===== src/common/duc_sine_lut.svh =====
//////////////////////////////////////////////////
// One full period of signed 16-bit sine samples
// Included inside the NCO module body
//////////////////////////////////////////////////

`ifndef DUC_SINE_LUT_SVH
`define DUC_SINE_LUT_SVH

// Entry k holds round(32767 * sin(2*pi*k/64))
// Cosine reads the same table a quarter period ahead
localparam duc_pkg::comp_t SINE_LUT [duc_pkg::LUT_DEPTH] = '{
  // First quadrant
  0,      3212,   6393,   9512,
  12539,  15446,  18204,  20787,
  23170,  25329,  27245,  28898,
  30273,  31356,  32137,  32609,
  // Second quadrant
  32767,  32609,  32137,  31356,
  30273,  28898,  27245,  25329,
  23170,  20787,  18204,  15446,
  12539,  9512,   6393,   3212,
  // Third quadrant
  0,      -3212,  -6393,  -9512,
  -12539, -15446, -18204, -20787,
  -23170, -25329, -27245, -28898,
  -30273, -31356, -32137, -32609,
  // Fourth quadrant
  -32767, -32609, -32137, -31356,
  -30273, -28898, -27245, -25329,
  -23170, -20787, -18204, -15446,
  -12539, -9512,  -6393,  -3212
};

`endif

===== src/common/duc_pkg.sv =====
//////////////////////////////////////////////////
// Shared types and register map for the DUC block
// Referenced by scoped name from every module
//////////////////////////////////////////////////

package duc_pkg;

  //////////////////////////////////////////////////
  // Sample path types
  //////////////////////////////////////////////////

  // Complex sample, I in the upper half, Q in the lower half
  typedef logic [31:0] sample_t;

  // One signed I or Q component
  typedef logic signed [15:0] comp_t;

  // NCO phase accumulator and phase increment
  typedef logic [31:0] phase_t;

  // Unsigned gain, 16384 is unity
  typedef logic [15:0] scale_t;

  // Repeat count per input sample, 0 acts as 1
  typedef logic [7:0] interp_t;

  //////////////////////////////////////////////////
  // Control types
  //////////////////////////////////////////////////

  typedef logic [7:0] apb_addr_t;

  // Interpolator FSM
  typedef enum logic [1:0] {
    IDLE,
    HOLD
  } interp_state_t;

  //////////////////////////////////////////////////
  // Register map
  //////////////////////////////////////////////////

  localparam apb_addr_t REG_PHASE_INC = 8'h00;
  localparam apb_addr_t REG_SCALE     = 8'h04;
  localparam apb_addr_t REG_INTERP    = 8'h08;
  // Write-only, bit 0 fires a one-cycle clear
  localparam apb_addr_t REG_CLEAR     = 8'h0C;
  localparam apb_addr_t REG_ID        = 8'h10;

  // Read-only block identifier
  localparam logic [31:0] DUC_ID = 32'hD0C0_0001;

  // Entries in one full sine period
  localparam int LUT_DEPTH = 64;

endpackage


===== src/duc/duc_interp.sv =====
//////////////////////////////////////////////////
// Hold interpolator, repeats each input sample
// interp times toward the mixer
//////////////////////////////////////////////////

module duc_interp (
  input  logic               ce_clk,
  input  logic               i_reset,
  input  logic               i_clear,
  input  duc_pkg::interp_t   i_interp,
  // Input stream
  input  duc_pkg::sample_t   i_tdata,
  input  logic               i_tvalid,
  output logic               o_tready,
  // Repeated samples to the mixer
  output duc_pkg::sample_t   o_sample,
  output logic               o_valid,
  input  logic               i_ready
);

  duc_pkg::interp_state_t state;
  duc_pkg::sample_t       hold_q;
  duc_pkg::interp_t       count;
  duc_pkg::interp_t       factor;

  logic last_rep;
  logic rep_done;
  logic take_in;

  // A factor of 0 behaves as 1
  assign factor = (i_interp == '0) ? duc_pkg::interp_t'(1) : i_interp;

  assign last_rep = (count == duc_pkg::interp_t'(1));
  assign rep_done = o_valid & i_ready;

  assign o_valid  = (state == duc_pkg::HOLD);
  assign o_sample = hold_q;

  // New sample when empty, or as the last repeat leaves
  assign o_tready = ~i_clear & ((state == duc_pkg::IDLE) | (rep_done & last_rep));
  assign take_in  = i_tvalid & o_tready;

  //////////////////////////////////////////////////
  // FSM and repeat counter
  //////////////////////////////////////////////////

  always_ff @(posedge ce_clk) begin
    if (i_reset | i_clear) begin
      state <= duc_pkg::IDLE;
      count <= '0;
    end else begin
      if (take_in) begin
        state <= duc_pkg::HOLD;
        count <= factor;
      end else if (rep_done) begin
        if (last_rep) begin
          state <= duc_pkg::IDLE;
        end
        count <= count - duc_pkg::interp_t'(1);
      end
    end
  end

  // Held sample
  always_ff @(posedge ce_clk) begin
    if (take_in) begin
      hold_q <= i_tdata;
    end
  end

endmodule


===== config.mk =====
export PLATFORM = sky130hd
export DESIGN_NAME = duc_interp
export DESIGN_NICKNAME = d
export VERILOG_FILES = /design/src/common/duc_sine_lut.svh /design/src/common/duc_pkg.sv /design/src/duc/duc_interp.sv
export SDC_FILE = /design/constraint.sdc
export NUM_CORES = 1
export LEC_CHECK = 0
export ABC_AREA = 1
export BUFFER_PORTS_ARGS = -buffer_cell sky130_fd_sc_hd__clkbuf_2
export CAP_MARGIN = 25
export CORE_MARGIN = 1
export CORE_UTILIZATION = 45
export DETAILED_ROUTE_END_ITERATION = 10
export PLACE_DENSITY = 0.83
export SETUP_SLACK_MARGIN = 0.5
export SLEW_MARGIN = 0
export SYNTH_ARGS = -nofsm -noshare
export SYNTH_HDL_FRONTEND = slang
export SYNTH_SLANG_ARGS = --single-unit

===== constraint.sdc =====
create_clock -name ce_clk -period 3 [get_ports ce_clk]
set_input_delay 0.15 -clock ce_clk [delete_from_list [all_inputs] [get_ports ce_clk]]
set_output_delay 0.15 -clock ce_clk [all_outputs]
set_load 0.02 [all_outputs]

; ---- After elaboration in Yosys (flattened, before gate mapping)
; Cells that the tools add are included.
[op_classes]
addsub = 1
n_eq_ne = 1
muxes = 6
n_bitwise = 7
reduce_logical = 5
[ops]
columns = operator, n
row1 = $mux 8, 3
row2 = $eq 8x1->1 const B, 1
row3 = $logic_not 8->1, 1
row4 = $sub 8x1->8 const B, 1
row5 = $and 1x1->1, 4
row6 = $reduce_bool 2->1, 2
row7 = $mux 1, 3
row8 = $logic_not 2->1, 1
row9 = $or 1x1->1, 2
row10 = $reduce_and 2->1, 1
row11 = $not 1->1, 1
[totals]
reg_bits = 41
input_bits = 45
out_inout_bits = 34
wordCells = 23

; ---- Depth between registers and ports, before layout
[depth]
depth_word = 7
depth_mapped = 11
depth_no_buf = 11

; ---- Worst setup path after synthesis
; No wires, ideal clock.
[synth_path]
path_kind = reg2reg
startpoint = register count[1]
endpoint = register hold_q[0] (netlist: o_sample[0]), enable pin
setup_ns = 0.380
t_arrival_ns = 1.318
t_required_ns = 2.620
slack_ns = 1.302
path_stages_with_launch = 9
path_buffers = 0
synth_period_minus_slack_ns = 1.698
cell_sequence = dfxtp_1 -> inv_1 -> ha_1 -> nand2_1 -> nor2_4 -> nand2_4 -> nand2_8 -> nand3_4 -> clkinv_2
[synth_between]
elab_chain_cells = 5
[synth_lines]
columns = element, line_no
row1 = start: declaration, duc_interp.sv:23  ; duc_pkg::interp_t count;
row2 = start signal: assignment, duc_interp.sv:54  ; count <= factor;
row3 = start signal: assignment, duc_interp.sv:59  ; count <= count - duc_pkg::interp_t'(1);
row4 = $eq 8x1->1, duc_interp.sv:33  ; assign last_rep = (count == duc_pkg::interp_t'(1));
row5 = $and 1x1->1, duc_interp.sv:40  ; assign o_tready = ~i_clear & ((state == duc_pkg::IDLE) | (rep_done & last_rep));
row6 = $or 1x1->1, duc_interp.sv:40
row7 = $and 1x1->1, duc_interp.sv:40
row8 = $and 1x1->1, duc_interp.sv:41  ; assign take_in = i_tvalid & o_tready;
row9 = named net take_in, duc_interp.sv:28  ; logic take_in;
row10 = end signal: assignment, duc_interp.sv:67  ; hold_q <= i_tdata;
row11 = end: declaration, duc_interp.sv:22  ; duc_pkg::sample_t hold_q;
; The timed path passes the listed nets, and every way through them passes these cells.
; A chain may end at the register's enable or synchronous reset.

; ---- Worst setup path after layout
[layout_path]
startpoint = register count[1]
endpoint = register hold_q[24] (netlist: o_sample[24]), enable pin
; The elaborated chain is that of the path after synthesis.

==> summary.md <==
| Metric | Value |
|---|---|
| Area of the multi-input gates | 489 um2 |
| Initial DRC count | 102 |
| RSZ-0062 raised after global routing | no |
| Synth cell types | 27 |
| Post-synthesis instance total | 150 |
| Synth top area share | 55.3% |
| Worst EP arrival | 1.85 ns |
| Detailed-route via count | 1,325 |
| CP Max Fanout | 33 |
| Async SR Flop Fraction | 0% |
| Cells on worst reg2reg path | 8 |
| Worst Hold Depth | 1 |
| CP Launch Point | count[1] |
| Final worst path period share | 66.2% |
| Clock root buffer | clkbuf_8 |
| GRT Overall Usage | 16.4% |
| Die Y | 64.2 um |
| DP Wirelength | 2530 um |
| Sw Pwr | 0.277 mW |
| Seq pwr share | 52.3% |
| WHS Endpoint | o_sample[31] |
| Clock power share | 36.6% |
| Row count | 22 |
| Fin nets | 281 |
| Yosys reg bits | 41 |
| R2R Setup Slk | 1.01 ns |
| Most common cell after layout, fill and taps aside | clkbuf_2 |
| Warnings from Yosys | 0 |
| Fmax | 503 MHz |
| Slew Limit Fails | 0 |
| Hold Path Class | input port to register |
| Clk buf depth | 2 |
| LEAKAGE | 1.08 nW |
| Ys flop type | edfxtp_1 |
| Mapped Avg Cell Area | 11.6 um2 |
| Final Setup Violations | 0 |
| Total congestion overflow | 0 |
| GP Congestion | 0.952 |
| Worst r2r src | count[1] |
| Die Wd | 64.2 um |
| Post-CTS Setup Inserts | 0 |
| IO Pins | 79 |
| Status | finished clean |
| Pwr dens | 540 mW/mm2 |
| Tmin final | 1.99 ns |
| Per-cell routed wire length | 11.6 um |
| Most frequent cells in the layout | clkbuf_2 (78), edfxtp_1 (32), nand2_1 (31) |
| Hold Path Origin | i_tdata[31] |
| Layout area overhead | 32.0% |
| CP Class | register to register |
| First-pass GRT wire length | 5030 um |
| Core area | 0.00369 mm2 |
| Largest net degree at the start of global routing | 34 |
| Startpoint class of the critical path | register |
| DRC errors left | 0 |
| Reg clk slew, reported paths | 0.08 ns |
| Register Area | 0.00114 mm2 |
| Slew HR | 62.3% |
| Top area cells in the synthesized netlist | edfxtp_1 (55%), dfxtp_1 (10%), nand2_1 (6.7%) |
| Die Area | 0.00412 mm2 |
| Syn Nets | 197 |
| Worst vdd ir | 0.260 mV |
| Number of CTS-inserted buffers | 5 |
| Sequential share of the synthesized area | 65.6% |
| Post-synth top area cell | edfxtp_1 |
| CTS Sinks | 41 |
| Initial DRT Pass Iterations | 4 |
| Post-route setup slack | 1.01 ns |
| Crit Reg-Reg Endpoint | o_sample[24] |
| Synthesized area | 0.00174 mm2 |
| Post-Route WL | 3280 um |
| Via density per instance | 4.68 |
| Initial core utilization | 47.2% |
| TNS Setup | 0 ns |
| Int Power | 0.962 mW |
| Share of cells above drive strength 1 | 43.4% |
| Worst slew pin tran | 0.564 ns |
| Max_cap viols | 0 |
| Clock latency at the later pin of the worst-skew pair | 0.28 ns |
| Worst Clk Skew | 0.00397 ns |
| Post-synth EDFFs | 32 |
| Antenna diodes | 0 |
| CTS tree | yes |
| Total power draw | 1.24 mW |
| Post-CTS sizing | 0 |
| Crit. End Element | register |
| Sw frac | 22.3% |
| Initial antenna violation count | 0 |
| Hold Violations, Final | 0 |
| # hold bufs at CTS | 0 |
| Worst EP required | 2.87 ns |
| Number of global-route vias before repair | 1,182 |
| Combinational fraction of design power | 11.1% |
| Port bufs | 78 |
| Hold slack | 0.0352 ns |
| Place WS | 1.01 ns |
| H-tree depth | 2 |
| Fillers | 315 |
| Routed Antenna Nets | 0 |
## routing by layer
| metal | part of all wire (%) | track usage [%] | up-vias | routed length [um] |
|---|---|---|---|---|
| li1 | - | - | 677 | - |
| met5 | 0 | 0 | - | 0 |
| met2 | 50 | 26.6 | 51 | 1620 |
| met1 | 44 | 20.5 | 592 | 1460 |
| met3 | 4.9 | 4.11 | 5 | 160 |
| met4 | 1.1 | 7.50 | 0 | 36 |
## cell type report
cell class / count / area share, %
flip-flops and latches: 41 / 49.7
multi-input cells: 87 / 21.3
repair buffers: 78 / 17.0
inverters: 21 / 4.14
clock buffers: 6 / 3.60
well taps: 48 / 2.62
clock inverters: 2 / 1.63
## cells by family after synthesis
kind of cell | after synthesis | share of synthesized area, %
AOI/OAI and AO/OA | 14 | 5.76
adders and majority gates | 2 | 1.44
buffers and inverters | 22 | 6.26
DFF | 41 | 65.6
and+or+nand+nor | 71 | 20.9
## synthesized netlist by cell type (5+ instances only)
| cell | n |
|---|---|
| edfxtp_1 | 32 |
| nand2_1 | 31 |
| inv_1 | 17 |
| nor2_1 | 13 |
| dfxtp_1 | 9 |
| nand3_1 | 9 |
| nand4_1 | 8 |
| a21oi_1 | 5 |
## how the worst max path moves through the flow
stage | slack (ns) | cells after the start | endpoint
global route | 0.87 | 8 | o_sample[15]
CTS | 1.0 | 8 | o_sample[3]
floorplan | 1.30 | 8 | o_sample[0]
detailed placement | 1.01 | 8 | o_sample[0]
global placement | 1.13 | 8 | o_sample[15]
finish | 1.01 | 8 | o_sample[24]
## power by group through the flow
stage | Clock (mW) | Combinational, mW | Sequential, mW
after detailed placement | 0 | 0.138 | 0.661
after floorplan | 0 | 0.0578 | 0.684
after CTS | 0.466 | 0.139 | 0.648
after global placement | 0 | 0.136 | 0.659
after global routing | 0.491 | 0.151 | 0.650
final | 0.454 | 0.138 | 0.648
## flip-flops by register name, summed over array words and instances (netlist names)
register  cells
o_sample     32
count         8
state         1
## worst max-delay path: stages (launching register included)
cell and delay [ns]:
dfxtp_1 0.39, inv_1 0.08, ha_1 0.17, nand2_1 0.12
nor2_4 0.06, nand2_4 0.08, nand2_8 0.07, nand3_4 0.13
clkinv_2 0.45
## metrics by stage
stage	utilization, %	cell area [um2]	instances
after global routing	62.2	2300	283
after detailed placement	59.0	2180	275
final	62.2	2300	283
after CTS	62.2	2300	283
after floorplan	-	1740	150
after global placement	59.0	2180	275
Power figures use the tool's default switching activity.
