File: src/common/duc_sine_lut.svh
//////////////////////////////////////////////////
// One full period of signed 16-bit sine samples
// Included inside the NCO module body
//////////////////////////////////////////////////

`ifndef DUC_SINE_LUT_SVH
`define DUC_SINE_LUT_SVH

// Entry k holds round(32767 * sin(2*pi*k/64))
// Cosine reads the same table a quarter period ahead
localparam duc_pkg::comp_t SINE_LUT [duc_pkg::LUT_DEPTH] = '{
  // First quadrant
  0,      3212,   6393,   9512,
  12539,  15446,  18204,  20787,
  23170,  25329,  27245,  28898,
  30273,  31356,  32137,  32609,
  // Second quadrant
  32767,  32609,  32137,  31356,
  30273,  28898,  27245,  25329,
  23170,  20787,  18204,  15446,
  12539,  9512,   6393,   3212,
  // Third quadrant
  0,      -3212,  -6393,  -9512,
  -12539, -15446, -18204, -20787,
  -23170, -25329, -27245, -28898,
  -30273, -31356, -32137, -32609,
  // Fourth quadrant
  -32767, -32609, -32137, -31356,
  -30273, -28898, -27245, -25329,
  -23170, -20787, -18204, -15446,
  -12539, -9512,  -6393,  -3212
};

`endif
File: src/common/duc_pkg.sv
//////////////////////////////////////////////////
// Shared types and register map for the DUC block
// Referenced by scoped name from every module
//////////////////////////////////////////////////

package duc_pkg;

  //////////////////////////////////////////////////
  // Sample path types
  //////////////////////////////////////////////////

  // Complex sample, I in the upper half, Q in the lower half
  typedef logic [31:0] sample_t;

  // One signed I or Q component
  typedef logic signed [15:0] comp_t;

  // NCO phase accumulator and phase increment
  typedef logic [31:0] phase_t;

  // Unsigned gain, 16384 is unity
  typedef logic [15:0] scale_t;

  // Repeat count per input sample, 0 acts as 1
  typedef logic [7:0] interp_t;

  //////////////////////////////////////////////////
  // Control types
  //////////////////////////////////////////////////

  typedef logic [7:0] apb_addr_t;

  // Interpolator FSM
  typedef enum logic [1:0] {
    IDLE,
    HOLD
  } interp_state_t;

  //////////////////////////////////////////////////
  // Register map
  //////////////////////////////////////////////////

  localparam apb_addr_t REG_PHASE_INC = 8'h00;
  localparam apb_addr_t REG_SCALE     = 8'h04;
  localparam apb_addr_t REG_INTERP    = 8'h08;
  // Write-only, bit 0 fires a one-cycle clear
  localparam apb_addr_t REG_CLEAR     = 8'h0C;
  localparam apb_addr_t REG_ID        = 8'h10;

  // Read-only block identifier
  localparam logic [31:0] DUC_ID = 32'hD0C0_0001;

  // Entries in one full sine period
  localparam int LUT_DEPTH = 64;

endpackage

File: src/duc/duc_mixer.sv
//////////////////////////////////////////////////
// Complex mixer with gain and saturation
// Two stages, stalled together by the output port
//////////////////////////////////////////////////

module duc_mixer (
  input  logic              ce_clk,
  input  logic              i_reset,
  input  logic              i_clear,
  input  duc_pkg::scale_t   i_scale,
  // Samples from the interpolator
  input  duc_pkg::sample_t  i_sample,
  input  logic              i_valid,
  output logic              o_ready,
  // NCO
  input  duc_pkg::comp_t    i_cos,
  input  duc_pkg::comp_t    i_sin,
  output logic              o_advance,
  // Output stream
  output duc_pkg::sample_t  o_tdata,
  output logic              o_tvalid,
  input  logic              i_tready
);

  // Rotated value after the 15-bit shift
  localparam int MIX_W  = 18;
  localparam int PROD_W = MIX_W + 17;

  localparam logic signed [PROD_W-15:0] SAT_MAX = 32767;
  localparam logic signed [PROD_W-15:0] SAT_MIN = -32768;

  typedef logic signed [MIX_W-1:0] mix_t;

  // Gain with 14 fractional bits, then clamp to 16 bits
  function automatic duc_pkg::comp_t scale_sat(input mix_t v, input duc_pkg::scale_t g);
    logic signed [PROD_W-1:0]  prod;
    logic signed [PROD_W-15:0] shifted;
    prod    = v * $signed({1'b0, g});
    shifted = prod[PROD_W-1:14];
    if (shifted > SAT_MAX) begin
      return duc_pkg::comp_t'(SAT_MAX);
    end else if (shifted < SAT_MIN) begin
      return duc_pkg::comp_t'(SAT_MIN);
    end
    return duc_pkg::comp_t'(shifted);
  endfunction

  duc_pkg::comp_t in_i;
  duc_pkg::comp_t in_q;

  logic signed [31:0] p_ic, p_qs, p_is, p_qc;
  logic signed [32:0] sum_i, sum_q;

  mix_t s1_i, s1_q;
  logic s1_valid;
  logic stage_en;

  //////////////////////////////////////////////////
  // Stall control
  //////////////////////////////////////////////////

  // Whole pipe moves when the output slot is free or leaving
  assign stage_en  = ~o_tvalid | i_tready;
  assign o_ready   = stage_en;
  assign o_advance = i_valid & stage_en;

  //////////////////////////////////////////////////
  // Stage 1, complex rotation
  //////////////////////////////////////////////////

  assign in_i = i_sample[31:16];
  assign in_q = i_sample[15:0];

  assign p_ic = in_i * i_cos;
  assign p_qs = in_q * i_sin;
  assign p_is = in_i * i_sin;
  assign p_qc = in_q * i_cos;

  assign sum_i = p_ic - p_qs;
  assign sum_q = p_is + p_qc;

  always_ff @(posedge ce_clk) begin
    if (i_reset | i_clear) begin
      s1_valid <= 1'b0;
    end else if (stage_en) begin
      s1_valid <= i_valid;
    end
  end

  // Arithmetic shift right by 15
  always_ff @(posedge ce_clk) begin
    if (stage_en) begin
      s1_i <= sum_i[32:15];
      s1_q <= sum_q[32:15];
    end
  end

  //////////////////////////////////////////////////
  // Stage 2, gain and output register
  //////////////////////////////////////////////////

  always_ff @(posedge ce_clk) begin
    if (i_reset | i_clear) begin
      o_tvalid <= 1'b0;
    end else if (stage_en) begin
      o_tvalid <= s1_valid;
    end
  end

  always_ff @(posedge ce_clk) begin
    if (stage_en) begin
      o_tdata <= {scale_sat(s1_i, i_scale), scale_sat(s1_q, i_scale)};
    end
  end

endmodule

File: config.mk
export PLATFORM = sky130hd
export DESIGN_NAME = duc_mixer
export DESIGN_NICKNAME = d
export VERILOG_FILES = /design/src/common/duc_sine_lut.svh /design/src/common/duc_pkg.sv /design/src/duc/duc_mixer.sv
export SDC_FILE = /design/constraint.sdc
export NUM_CORES = 2
export LEC_CHECK = 0
export BUFFER_PORTS_ARGS = -buffer_cell sky130_fd_sc_hd__buf_2
export CAP_MARGIN = 20
export CORE_AREA = 2 2 432 391
export CTS_CLUSTER_SIZE = 8
export DETAILED_ROUTE_END_ITERATION = 6
export DIE_AREA = 0 0 434 393
export SLEW_MARGIN = 5
export SYNTH_ARGS = -nofsm -noshare
export SYNTH_HDL_FRONTEND = slang
export SYNTH_SLANG_ARGS = --single-unit
File: constraint.sdc
create_clock -name ce_clk -period 9.54 [get_ports ce_clk]
set_clock_uncertainty 0.2 [all_clocks]
set_input_delay 1.908 -clock ce_clk [delete_from_list [all_inputs] [get_ports ce_clk]]
set_output_delay 1.908 -clock ce_clk [all_outputs]
set_load 0.05 [all_outputs]
### Word-level counts from Yosys, hierarchy flattened

Cells that the tools add are included.
Widths: inputs -> output; s select.

* $add $sub $neg: 2
* $mul: 6
* div/mod/pow operators: 0
* order comparisons: 4
* equality and inequality tests: 0
* shift-type cells: 0
* mux-type cells: 12
* bitwise logic cells: 4
* reduce and logical (&&, ||, !) cells: 0

Operator list (number)
* $mul 16x16->32: 4
* $mux 16: 6
* $mul 18x17->35: 2
* $gt 21x16->1 const B: 2
* $lt 21x16->1 const B: 2
* $add 32x32->33: 1
* $sub 32x32->33: 1
* $mux 1: 6
* $or 1x1->1: 2
* $and 1x1->1: 1
* $not 1->1: 1

* register bits after elaboration: 70
* bits in latches: 0
* memory bits (writable): 0
* memory bits (read-only): 0
* memories: 0

### Depth between registers and ports, before layout

* depth after elaboration: 6
* gate-level depth with buffers: 28
* depth with buffers taken out: 27

### Worst setup path before layout

OpenSTA, ideal clock, no wires.

* path kind: input to register
* start point: input i_sample[15]
* end point: register s1_i[17] (data pin)
* library setup time: 0.260 ns
* arrival time: 8.920 ns
* slack: 0.160 ns
* stages: 25
* buffers on the path: 1
* cells stage by stage: clkbuf_1 > nand2_1 > inv_1 > fa_1 > inv_1 > fa_1 > fa_1 > inv_1 > fa_1 > fa_1 > fa_1 > fa_1 > inv_1 > fa_1 > ha_1 > a21oi_1 > nor2b_1 > o21ai_0 > nand2_1 > a221oi_2 > o21ai_1 > o41a_1 > a211o_1 > a21oi_1 > xnor2_1

* longest elaborated chain between the ends: 2

RTL lines
* start, declared: line duc_mixer.sv:12 `input duc_pkg::sample_t i_sample,`
* $mul 16x16->32: line duc_mixer.sv:75 `assign p_qs = in_q * i_sin;`
* $sub 32x32->33: line duc_mixer.sv:79 `assign sum_i = p_ic - p_qs;`
* named net sum_i[32]: line duc_mixer.sv:52 `logic signed [32:0] sum_i, sum_q;`
* end signal, assigned: line duc_mixer.sv:93 `s1_i <= sum_i[32:15];`
* end, declared: line duc_mixer.sv:54 `mix_t s1_i, s1_q;`

The timed path passes the listed nets, and every way through them passes these cells.
A chain may end at the register's enable or synchronous reset.

### Worst setup path after layout

* start point: input i_sample[19]
* end point: register s1_i[16] (data pin)

* longest elaborated chain between the ends: 2

RTL lines
* $mul 16x16->32: line duc_mixer.sv:74 `assign p_ic = in_i * i_cos;`
* $sub 32x32->33: line duc_mixer.sv:79
* named net sum_i[31]: line duc_mixer.sv:52

The timed path passes the listed nets, and every way through them passes these cells.

==> impl_metrics.env <==
export IMPL_status="complete, no violations"
export IMPL_core_area_mm2=0.166
export IMPL_r2r_end="o_tdata[2]"
export IMPL_drive_gt1_share_pct=6.94
export IMPL_nets=9129
export IMPL_slew_viol_final=0
export IMPL_first_global_vias=48700
export IMPL_wl_um=165000
export IMPL_synth_area_per_cell_um2=9.42
export IMPL_hold_violations=0
export IMPL_start_util_pct=37.9
export IMPL_grt_pass1_wl_um=267000
export IMPL_synth_mux_area_share_pct=0.0816
export IMPL_cts_sinks=70
export IMPL_routedWlPerCell_um=18.2
export IMPL_endpoint="s1_i[16]"
export IMPL_clock_latency_ns=0.41
export IMPL_synth_top_area_share_pct=55.9
export IMPL_worst_pin_slew_ns=1.17
export IMPL_crit_start="i_sample[19]"
export IMPL_worstSetupPathType="input port to flop"
export IMPL_vias=43100
export IMPL_die_x_um=434
export IMPL_worst_slew_margin_rel_pct=22.1
export IMPL_synth_edff_count=68
export IMPL_numPortBuffers=119
export IMPL_synth_top_family_by_area="adder cells"
export IMPL_mostFrequentLayoutCells="inv_1, fa_1, nand2_1"
export IMPL_first_pass_iters=6
export IMPL_rows=142
export IMPL_rsz0062_at_grt="no"
export IMPL_yosys_most_used_dff="edfxtp_1"
export IMPL_die_h_um=393
export IMPL_boundaryPins=120
export IMPL_dp_hpwl_um=144000
export IMPL_post_route_period_util_pct=96.0
export IMPL_area_growth_pct=8.57
export IMPL_synth_compound_area_share_pct=2.66
export IMPL_synth_cell_types=75
export IMPL_syn_inst=6670
export IMPL_placed_cells=9035
export IMPL_fin_ws_ns=0.381
export IMPL_fmax_mhz=109
export IMPL_yosys_top_cells_area="fa_1, inv_1, ha_1"
export IMPL_r2r_cells=23
export IMPL_synthSimpleGateAreaFrac_pct=13.5
export IMPL_critPathMaxFanout=20
export IMPL_place_ws_ns=-0.230
export IMPL_fin_setup_tns_ns=0
export IMPL_ant_nets=0
export IMPL_cp_required_ns=9.48
export IMPL_syn_num_nets=8985
export IMPL_cts_buffers=9
export IMPL_antenna_found_initial=13
export IMPL_drtIter0Drc=2454
export IMPL_place_gp_congestion=0.874
export IMPL_layout_commonest_cell="inv_1"
export IMPL_min_path_type="flop to flop"
export IMPL_fin_util_pct=41.1
export IMPL_critPathCaptureType="flop"
export IMPL_max_cap_viol_count=0
export IMPL_grt_max_degree=54
export IMPL_r2r_start="s1_q[7]"
export IMPL_setup_viol=0
export IMPL_cts_root_buf="clkbuf_16"
export IMPL_gr_total_overflow=0
export IMPL_cts_setup_buffers=0
export IMPL_r2r_setup_slack_ns=1.53
export IMPL_hold_depth=2
export IMPL_die_area_mm2=0.171
export IMPL_syn_cell_area_mm2=0.0629
export IMPL_synthArstFlopShare_pct=0
export IMPL_synth_top_area_cell="fa_1"
export IMPL_synthAdderAreaFrac_pct=65.3
export IMPL_synth_xor_area_share_pct=1.78
export IMPL_fin_cells=9056
export IMPL_htree_num_levels=3
export IMPL_via_per_inst=4.76
export IMPL_critPathLaunchType="input port"
export IMPL_cts_path_max_buffers=2
export IMPL_seq_area_frac_synth_pct=3.31
export IMPL_cts_clk_slew_worst_paths_ns=0.07
export IMPL_synth_seq_cells=70
export IMPL_arrival_ns=9.10
export IMPL_globalRouteTotalUtil_pct=20.2
export IMPL_route_detailed_drc=0
export IMPL_yosysWarnings=0
export IMPL_period_needed_ns=9.16
export IMPL_tritoncts="done"
-- kinds of logic after synthesis --
kind of cell | after synthesis
multiplexers | 5
buffers and inverters | 2227
AO/OA/AOI/OAI | 241
flip-flops | 70
XOR/XNOR | 127
adder cells (fa/ha/maj) | 2230
AND/OR/NAND/NOR | 1770
-- stage by stage --
step / area [um^2] / hold WS [ns]
finish: 68200 / 0.314
global route: 68200 / 0.330
floorplan: 62900 / 0.267
CTS: 68200 / 0.313
global placement: 67900 / 0.280
detailed placement: 67900 / 0.300
-- flip-flops by register name (all words and copies together), names as in the netlist --
| name | cells |
|---|---|
| s1_i | 18 |
| s1_valid | 1 |
| o_tdata | 32 |
| o_tvalid | 1 |
| s1_q | 18 |
-- layout make-up --
cell class              count  area, um^2
well taps                2232        2790
fillers                 16400       97700
repair buffers            432        3400
clock inverters             7         105
diodes                      5        12.5
multi-input cells        4373       52400
flip-flops and latches     70        2080
inverters                1928        7240
clock buffers               9         225
-- synthesized netlist by cell type (5+ instances only) --
library cell and number:
a211o_1 7, a211oi_1 8, a21o_1 27, a21oi_1 57, and2_1 603, and3_1 6, and4_1 5, clkbuf_1 290
edfxtp_1 68, fa_1 1754, ha_1 476, inv_1 1927, nand2_1 978, nand2b_1 49, nand3_1 12, nand4_1 7
nor2_1 72, nor2b_1 7, nor3_1 15, o211ai_1 6, o21a_1 10, o21ai_0 43, o21ai_1 5, o221ai_1 16
o22ai_1 15, xnor2_1 92, xor2_1 34
-- layer usage --
metal  vias up  wire [um]  global-route usage, %
met5         -         13                      0
met4         2       3410                   4.17
met3       189       9680                   2.54
met2      1028      80500                   34.9
met1     22700      70900                   27.3
li1      19100          -                      -
-- how the worst min path moves through the flow --
stage / start / to / slack (ns)
3_3_place_gp: s1_valid / o_tvalid / 0.28
3_5_place_dp: s1_valid / o_tvalid / 0.30
6_report: s1_valid / o_tvalid / 0.31
2_1_floorplan: s1_valid / o_tvalid / 0.27
5_1_grt: s1_valid / s1_valid / 0.33
4_1_cts: s1_valid / o_tvalid / 0.31
-- worst max-delay path: stages --
cell and delay, ns:
buf_2 0.51, nand2_1 0.14, fa_1 0.50, fa_1 0.54
inv_1 0.06, fa_1 0.53, inv_1 0.05, fa_1 0.49
fa_1 0.60, fa_1 0.43, fa_1 0.51, inv_1 0.05
fa_1 0.44, ha_1 0.32, a21oi_1 0.20, o2111ai_1 0.13
a21boi_1 0.22, a221oi_2 0.36, o21ai_1 0.16, o41a_1 0.37
a211o_1 0.29, buf_4 0.14, xor2_1 0.13
-- repair_timing --
| action | 4_1_cts | 5_1_grt |
|---|---|---|
| resized for setup | 0 | 4 |
| setup endpoints to repair | 0 | 7 |
| hold buffers | 0 | 0 |
Power is left out: the tool's default activity adds up to more than one toggle a clock period on the data nets, which glitch-free logic cannot reach.
