## config.mk

```make
export PLATFORM = sky130hd
export DESIGN_NAME = duc_regs
export DESIGN_NICKNAME = d
export VERILOG_FILES = /design/src/common/duc_sine_lut.svh /design/src/common/duc_pkg.sv /design/src/verilog/duc_regs.sv
export SDC_FILE = /design/constraint.sdc
export NUM_CORES = 1
export LEC_CHECK = 0
export BUFFER_PORTS_ARGS = -buffer_cell sky130_fd_sc_hd__buf_2
export CAP_MARGIN = 20
export CELL_PAD_IN_SITES_DETAIL_PLACEMENT = 1
export CELL_PAD_IN_SITES_GLOBAL_PLACEMENT = 1
export CORE_AREA = 2 2 134 71
export CTS_BUF_LIST = sky130_fd_sc_hd__clkbuf_4
export DETAILED_ROUTE_END_ITERATION = 16
export DIE_AREA = 0 0 136 73
export GPL_TIMING_DRIVEN = 0
export PLACE_DENSITY_LB_ADDON = 0.1
export RECOVER_POWER = 100
export SLEW_MARGIN = 0
export SYNTH_ARGS = -nofsm -noshare
export SYNTH_HDL_FRONTEND = slang
export SYNTH_SLANG_ARGS = --single-unit
```

## constraint.sdc

```tcl
create_clock -name i_clk_ce -period 2.2 [get_ports i_clk_ce]
set_input_delay 0.11 -clock i_clk_ce [delete_from_list [all_inputs] [get_ports i_clk_ce]]
set_output_delay 0.11 -clock i_clk_ce [all_outputs]
set_load 0.01 [all_outputs]
```

## src/common/duc_sine_lut.svh

```systemverilog
//////////////////////////////////////////////////
// One full period of signed 16-bit sine samples
// Included inside the NCO module body
//////////////////////////////////////////////////

`ifndef DUC_SINE_LUT_SVH
`define DUC_SINE_LUT_SVH

// Entry k holds round(32767 * sin(2*pi*k/64))
// Cosine reads the same table a quarter period ahead
localparam duc_pkg::comp_t SINE_LUT [duc_pkg::LUT_DEPTH] = '{
  // First quadrant
  0,      3212,   6393,   9512,
  12539,  15446,  18204,  20787,
  23170,  25329,  27245,  28898,
  30273,  31356,  32137,  32609,
  // Second quadrant
  32767,  32609,  32137,  31356,
  30273,  28898,  27245,  25329,
  23170,  20787,  18204,  15446,
  12539,  9512,   6393,   3212,
  // Third quadrant
  0,      -3212,  -6393,  -9512,
  -12539, -15446, -18204, -20787,
  -23170, -25329, -27245, -28898,
  -30273, -31356, -32137, -32609,
  // Fourth quadrant
  -32767, -32609, -32137, -31356,
  -30273, -28898, -27245, -25329,
  -23170, -20787, -18204, -15446,
  -12539, -9512,  -6393,  -3212
};

`endif
```

## src/common/duc_pkg.sv

```systemverilog
//////////////////////////////////////////////////
// Shared types and register map for the DUC block
// Referenced by scoped name from every module
//////////////////////////////////////////////////

package duc_pkg;

  //////////////////////////////////////////////////
  // Sample path types
  //////////////////////////////////////////////////

  // Complex sample, I in the upper half, Q in the lower half
  typedef logic [31:0] sample_t;

  // One signed I or Q component
  typedef logic signed [15:0] comp_t;

  // NCO phase accumulator and phase increment
  typedef logic [31:0] phase_t;

  // Unsigned gain, 16384 is unity
  typedef logic [15:0] scale_t;

  // Repeat count per input sample, 0 acts as 1
  typedef logic [7:0] interp_t;

  //////////////////////////////////////////////////
  // Control types
  //////////////////////////////////////////////////

  typedef logic [7:0] apb_addr_t;

  // Interpolator FSM
  typedef enum logic [1:0] {
    IDLE,
    HOLD
  } interp_state_t;

  //////////////////////////////////////////////////
  // Register map
  //////////////////////////////////////////////////

  localparam apb_addr_t REG_PHASE_INC = 8'h00;
  localparam apb_addr_t REG_SCALE     = 8'h04;
  localparam apb_addr_t REG_INTERP    = 8'h08;
  // Write-only, bit 0 fires a one-cycle clear
  localparam apb_addr_t REG_CLEAR     = 8'h0C;
  localparam apb_addr_t REG_ID        = 8'h10;

  // Read-only block identifier
  localparam logic [31:0] DUC_ID = 32'hD0C0_0001;

  // Entries in one full sine period
  localparam int LUT_DEPTH = 64;

endpackage

```

## src/verilog/duc_regs.sv

```systemverilog
//////////////////////////////////////////////////
// APB slave for the DUC settings
// Zero wait states, drives the chain configuration
//////////////////////////////////////////////////

module duc_regs (
  input  logic                i_clk_ce,
  input  logic                i_reset,
  // APB
  input  logic                i_psel,
  input  logic                i_penable,
  input  logic                i_pwrite,
  input  duc_pkg::apb_addr_t  i_paddr,
  input  logic [31:0]         i_pwdata,
  output logic [31:0]         o_prdata,
  output logic                o_pready,
  output logic                o_pslverr,
  // Settings to the chain
  output duc_pkg::phase_t     o_phase_inc,
  output duc_pkg::scale_t     o_scale,
  output duc_pkg::interp_t    o_interp,
  output logic                o_clear
);

  localparam duc_pkg::scale_t SCALE_UNITY = 16'd16384;

  logic access;
  logic wr_en;
  logic addr_mapped;
  logic id_write;

  // Access phase of a transfer
  assign access = i_psel & i_penable;
  assign wr_en  = access & i_pwrite;

  always_comb begin
    case (i_paddr)
      duc_pkg::REG_PHASE_INC,
      duc_pkg::REG_SCALE,
      duc_pkg::REG_INTERP,
      duc_pkg::REG_CLEAR,
      duc_pkg::REG_ID:   addr_mapped = 1'b1;
      default:           addr_mapped = 1'b0;
    endcase
  end

  // ID is read-only
  assign id_write  = wr_en & (i_paddr == duc_pkg::REG_ID);
  assign o_pslverr = access & (~addr_mapped | id_write);
  assign o_pready  = 1'b1;

  //////////////////////////////////////////////////
  // Setting registers
  //////////////////////////////////////////////////

  always_ff @(posedge i_clk_ce) begin
    if (i_reset) begin
      o_phase_inc <= '0;
      o_scale     <= SCALE_UNITY;
      o_interp    <= '0;
      o_clear     <= 1'b0;
    end else begin
      o_clear <= wr_en & (i_paddr == duc_pkg::REG_CLEAR) & i_pwdata[0];
      if (wr_en) begin
        case (i_paddr)
          duc_pkg::REG_PHASE_INC: o_phase_inc <= i_pwdata;
          duc_pkg::REG_SCALE:     o_scale     <= i_pwdata[15:0];
          duc_pkg::REG_INTERP:    o_interp    <= i_pwdata[7:0];
          default: ;
        endcase
      end
    end
  end

  //////////////////////////////////////////////////
  // Readback
  //////////////////////////////////////////////////

  // Clear and unmapped offsets read as zero
  always_comb begin
    case (i_paddr)
      duc_pkg::REG_PHASE_INC: o_prdata = o_phase_inc;
      duc_pkg::REG_SCALE:     o_prdata = {16'd0, o_scale};
      duc_pkg::REG_INTERP:    o_prdata = {24'd0, o_interp};
      duc_pkg::REG_ID:        o_prdata = duc_pkg::DUC_ID;
      default:                o_prdata = 32'd0;
    endcase
  end

endmodule

```

Yosys cells after proc, flatten, opt, wreduce, memory -nomap -nowiden
Index checks and enable logic that the tools add are counted.
{ "word_totals": {"reg_bits": 57, "input_bits": 45, "output_inout_bits": 91, "word_cells": 23} }
{ "op_classes": {"eq_ne": 4, "mux": 2, "bitwise_logic": 8, "reduce_logical": 5} }
{ "ops": {"columns": ["op", "count"], "rows": [
  ["$pmux 32 s4", 1],
  ["$eq 8x4->1 const B", 2],
  ["$eq 8x3->1 const B", 1],
  ["$eq 8x5->1 const B", 1],
  ["$logic_not 8->1", 1],
  ["$and 1x1->1", 6],
  ["$reduce_and 2->1", 3],
  ["$reduce_or 5->1", 1],
  ["$mux 1", 1],
  ["$not 1->1", 1],
  ["$or 1x1->1", 1]
]} }

Longest topological paths before layout
Gate-level depths: netlist (run 1).
{ "depth": {"ltp_word": 6, "depth_mapped": 6, "ltp_nobuf": 3} }

Worst setup path after synthesis (run 1)
No wires, ideal clock.
{ "synth_path": {"path_type": "input to output", "from": "input port i_paddr[3]", "to": "output port o_prdata[16]", "t_arrival_ns": 1.457, "slack_ns": 0.633, "path_stages": 6, "cell_sequence": "buf_2 -> or4_4 -> clkbuf_1 -> nor3_1 -> clkbuf_1 -> and2_1"} }
{ "synth_via": {"elab_chain_cells": 2, "elab_cells_between_ends": 5, "classes_between": "eq/ne: 3; mux: 1; reduce/logical: 1"} }
{ "synth_lines": {"columns": ["element", "line", "text"], "rows": [
  ["start, declared", "duc_regs.sv:13", "input duc_pkg::apb_addr_t i_paddr,"],
  ["$eq 8x5->1, or another cell as far along", "duc_regs.sv:81", "case (i_paddr)"],
  ["$pmux 32 s4 *", "duc_regs.sv:81", null],
  ["end, declared", "duc_regs.sv:15", "output logic [31:0] o_prdata,"]
]} }
Mark *: on every way between the ends. The rest lies on a longest branch, timed or not.

Worst setup path after layout (run 1)
{ "layout_path": {"from": "input port i_paddr[5]", "to": "output port o_prdata[21]"} }
Same word-level chain as after synthesis.

==> run summary, run 1 <==
Status -> finished, final reports clean
Sequential Power Share -> 0.506
Gpl congestion -> 0.761
Post-synthesis sequential area ratio -> 0.393
Largest net degree at the start of global routing -> 12
ANT cells -> 0
Clk sinks -> 57
Yosys cell types -> 30
Comb pwr share -> 0.112
Maximum VDD drop -> 0.000191 V
Port bufs -> 132
Post-DRT Antenna Nets -> 0
Worst path required time -> 2.09 ns
CTS tree -> done
Clk pin slew, worst setup/hold paths -> 0.10 ns
Hold depth -> 3
Worst slew pin tran -> 0.877 ns
Pre-CTS setup slack -> -0.0156 ns
Final slew viol count -> 0
Maxcap violations -> 0
Number of fill cells -> 1144
Vias -> 3093
IO Pins -> 136
Total congestion overflow -> 0
Cts bufs inserted -> 9
Rel. slew slack -> 0.415
Nets -> 540
DRT Wirelength -> 10900 um
Leading area contributor after synthesis -> dfxtp_1
Core Rows -> 25
Vias/cell -> 4.98
R2r worst-path depth -> 2
GR Util All Layers -> 0.225
Antenna violations before repair -> 0
Dpl hpwl -> 7960 um
Commonest non-fill, non-tap cell in the layout -> clkbuf_1
Static leakage -> 1.58 nW
RSZ-0062 raised after global routing -> false
Met1 Wirelength -> 5440 um
P per Cell Area -> 504 nW/um^2
Met2 WL -> 4700 um
Crit path DAT -> 1.91 ns
Worst-case clock buffer depth -> 2
Max Clock Freq -> 494 MHz
Setup Skew -> 0 ns
Hold crit path type -> in -> reg
Buffer type at the clock tree root -> clkbuf_4
Area Growth Syn to Fin -> 39.5%
Number of global-route vias before repair -> 3045
Post-synth top area share -> 0.393
Detailed Route Iter0 Violations -> 118
Critical path capture point type -> output pin
Die height -> 73 um
Critical setup path kind -> in -> out
Share of layout cells above drive strength 1 -> 0.150
Min setup slack post-route -> 0.178 ns
Core ar. -> 8950 sq um
Final hold vios -> 0
Die area -> 9930 sq um
Cell Int Power -> 1.48 mW
Sw power -> 0.558 mW
H-tree depth -> 3
WL/cell -> 17.6 um
Pre-antenna DRT Iters -> 4
Placed cell area -> 3710 sq um
Critical Path Source Type -> input pin
Highest routed layer -> met4
Initial Utilization -> 0.324
Die W -> 136 um
Largest cells by area after synthesis -> dfxtp_1 (39%), mux2i_1 (19%), nand2b_1 (11%)
Most frequent cells in the layout -> clkbuf_1 (105), dfxtp_1 (57), mux2i_1 (54)
Synthesized area -> 2900 sq um
Synth Register Bits -> 57
Synth Instances -> 321
Syn_area_per_cell -> 9.04 sq um
Clk_lat worst skew -> 0.41 ns
Setup violations, final -> 0
Metal3 WL -> 740 um
Switch share -> 0.273
Post-synth net total -> 366
Yosys warnings -> 0
Crit-path max FO -> 10
Post-route design area -> 4050 sq um
Clock share of power -> 0.382
Minimum clock period -> 2.02 ns
Period utilisation layout -> 0.919
Residual DRC -> 0
First-pass GRT wire length -> 16700 um
## sequential cells by signal, indices dropped and copies added, names as in the netlist
signal,flops
o_clear,1
o_phase_inc,32
o_scale,16
o_interp,8
## cell type report
| cell class | instances | area, sq um | area share |
|---|---|---|---|
| multi-input combinational | 235 | 1630 | 0.402 |
| buffer | 29 | 120 | 0.0297 |
| timing repair buffer | 163 | 867 | 0.214 |
| clock inverter | 7 | 71.3 | 0.0176 |
| tap | 121 | 151 | 0.0374 |
| clock buffer | 9 | 67.6 | 0.0167 |
| sequential | 57 | 1140 | 0.282 |
## repair_timing
item / in CTS / in global routing
hold endpoints to repair: 48 / 0
hold buffers: 31 / 0
endpoints found under the setup margin: 1 / 15
buffers inserted: 0 / 0
gates cloned: 0 / 0
gates resized for setup: 1 / 3
## layer usage
layer  track usage  up-vias
li1              -     1484
met1         0.314     1497
met2         0.340      107
met3        0.0639        5
met4        0.0625        0
met5             0        -
## logic make-up (layout without fill, tap and decap cells)
kind of cell | Yosys count | count (layout) | synth area share
mux | 54 | 54 | 0.186
other cells | 1 | 1 | 0.00129
flops | 57 | 57 | 0.393
buf+inv | 29 | 208 | 0.0470
compound gates | 46 | 46 | 0.105
simple gates | 134 | 134 | 0.267
## final timing paths
path                    from              end  slack (ns)
max               i_paddr[5]     o_prdata[21]        0.18
min              i_pwdata[1]      o_interp[1]        0.03
max reg2reg      o_scale[12]      o_scale[12]        1.48
min reg2reg  o_phase_inc[31]  o_phase_inc[31]        0.50
## metrics by stage
step / std cells / hold WS, ns / utilization / power [mW] / setup TNS [ns]
global placement: 574 / 0.373 / 0.415 / 1.23 / -0.0297
finish: 621 / 0.0333 / 0.452 / 2.04 / 0
CTS: 621 / 0.00190 / 0.466 / 2.07 / 0
floorplan: 321 / 0.229 / - / 1.15 / 0
detailed placement: 574 / 0.378 / 0.415 / 1.24 / -0.0156
global route: 621 / 0.0265 / 0.452 / 2.14 / 0
## power groups by stage
stage | Combinational [mW] | Sequential (mW) | Clock [mW]
after floorplan | 0.0951 | 1.06 | 0
after global routing | 0.247 | 1.03 | 0.859
final | 0.228 | 1.03 | 0.780
after detailed placement | 0.182 | 1.06 | 0
after global placement | 0.178 | 1.06 | 0
after CTS | 0.226 | 1.03 | 0.810
## cells in the mapped netlist
cell type	n
nand4_1	19
a2bb2oi_1	7
nor3_1	3
or3_1	2
and2_1	11
nor2_1	29
nand3_1	2
o31ai_1	18
nand2b_1	53
clkbuf_1	20
buf_2	4
buf_1	1
buf_6	2
a31oi_1	1
nand4b_1	1
conb_1	1
nor4_2	1
nor3_2	2
nand2_1	5
nor4_1	1
nand3b_1	2
o21ai_0	1
a21oi_1	18
buf_4	2
a21o_1	1
dfxtp_1	57
and4b_1	1
mux2i_1	54
nor2b_1	1
or4_4	1
## critical path: stages
cell and delay [ns]:
clkbuf_1 0.14, or4_4 0.56, clkbuf_1 0.26, nor3_1 0.25
clkbuf_2 0.27, and2_0 0.18, buf_2 0.14
(Power assumes the default switching activity.)
==> run 2, diff against run 1 <==
CAP_MARGIN = 40   (was 20)
CTS_CLUSTER_DIAMETER = 60   (was unset)
RECOVER_POWER = unset   (was 100)
==> run 2 against run 1 <==
First-iteration DRC count shrank 3.4%; via count decreased by 0.74%; design area grew 3.3%; worst hold slack got worse by 0.0013 ns.
==> run summary, run 2 (same netlist as run 1, synthesis figures left out) <==
Status -> finished, final reports clean
Critical path capture point type -> output pin
Dpl hpwl -> 7920 um
Worst-case clock buffer depth -> 2
Die height -> 73 um
Worst slew pin tran -> 0.792 ns
Worst path required time -> 2.09 ns
Minimum clock period -> 1.99 ns
Port bufs -> 132
Clk_lat worst skew -> 0.41 ns
Clk pin slew, worst setup/hold paths -> 0.10 ns
H-tree depth -> 3
CTS tree -> done
Die W -> 136 um
Final slew viol count -> 0
Share of layout cells above drive strength 1 -> 0.322
Setup Skew -> 0 ns
Max Clock Freq -> 504 MHz
P per Cell Area -> 506 nW/um^2
R2r worst-path depth -> 2
Number of global-route vias before repair -> 3062
Critical Path Source Type -> input pin
Total power -> 2.12 mW
Core ar. -> 8950 sq um
Pre-antenna DRT Iters -> 4
Post-CTS setup buffers -> 0
Most frequent cells in the layout -> buf_2 (136), dfxtp_1 (57), mux2i_1 (54)
Nets -> 540
Reg with most FFs -> o_phase_inc
RSZ-0062 raised after global routing -> false
Rel. slew slack -> 0.472
Period utilisation layout -> 0.903
Post-DRT Antenna Nets -> 0
Setup violations, final -> 0
Core Rows -> 25
Residual DRC -> 0
Hold depth -> 3
Maximum VDD drop -> 0.000296 V
Hold crit path type -> in -> reg
Critical setup path kind -> in -> out
Final hold vios -> 0
Area Growth Syn to Fin -> 44.1%
Vias -> 3070
DRT Wirelength -> 10800 um
IO Pins -> 136
Worst Hold Margin -> 0.0320 ns
Crit-path max FO -> 10
Clk sinks -> 57
GR Util All Layers -> 0.221
ANT cells -> 0
Total congestion overflow -> 0
Cts bufs inserted -> 9
Max FFs per register -> 32
Buffer type at the clock tree root -> clkbuf_4
Vias/cell -> 4.94
Antenna violations before repair -> 0
Initial Utilization -> 0.324
WL/cell -> 17.4 um
Gpl congestion -> 0.761
Maxcap violations -> 0
Crit path DAT -> 1.88 ns
Static leakage -> 1.97 nW
Largest regs -> o_phase_inc: 32 flops, o_scale: 16 flops, o_interp: 8 flops
Die area -> 9930 sq um
Largest net degree at the start of global routing -> 11
Commonest non-fill, non-tap cell in the layout -> buf_2
First-pass GRT wire length -> 16400 um
Detailed Route Iter0 Violations -> 114
==> run 2: cell count changes in the layout (fill, tap and decap cells not counted), moves of 7 or more <==
cell,change
clkbuf_1,-86
buf_2,+84
and2_0,-7
and2_1,+7
==> run 2: path summary, 6_finish.rpt <==
path                    from  slack (ns)               to
max               i_paddr[5]        0.21     o_prdata[21]
min              i_pwdata[1]        0.03      o_interp[1]
max reg2reg  o_phase_inc[29]        1.50  o_phase_inc[29]
min reg2reg  o_phase_inc[23]        0.49  o_phase_inc[23]
==> run 2: cell type report <==
cell class	instances	area (sq um)
Buffer	29	138
Clock inverter	7	85.1
Fill cell	1098	4770
Tap cell	121	151
Sequential cell	57	1140
Timing Repair Buffer	163	968
Clock buffer	9	67.6
Multi-Input combinational cell	235	1630
==> run 2: repair_timing <==
| action | 4_1_cts | 5_1_grt |
|---|---|---|
| endpoints found under the hold margin | 43 | 0 |
| setup endpoints to repair | 0 | 11 |
| gates resized for setup | 0 | 3 |
| hold buffers | 30 | 0 |
==> run 2: worst max-delay path, cell delays in order <==
cell	delay, ns
buf_2	0.12
or4_4	0.54
clkbuf_1	0.28
nor3_1	0.25
clkbuf_2	0.25
and2_1	0.17
buf_2	0.14
==> run 2: through the flow <==
step	std cells	area [sq um]	setup slack (ns)	TNS [ns]	utilization
2_1_floorplan	321	2900	0.633	0	-
3_3_place_gp	574	3710	-0.0297	-0.0297	0.415
3_5_place_dp	575	3720	0.0418	0	0.416
4_1_cts	621	4170	0.0432	0	0.467
5_1_grt	621	4180	0.115	0	0.467
6_report	621	4180	0.214	0	0.467
==> run 2: power breakdown <==
| part | internal (mW) | switching [mW] | total (mW) |
|---|---|---|---|
| combinational | 0.108 | 0.118 | 0.226 |
| sequential | 1.03 | 0.000297 | 1.03 |
| clock | 0.449 | 0.410 | 0.859 |
==> run 2: per-layer routing <==
layer,wire (um),up-vias,GRT usage
li1,-,1487,-
met1,5510,1480,0.314
met2,4570,92,0.327
met3,665,11,0.0674
met4,83,0,0.0521
met5,0,-,0
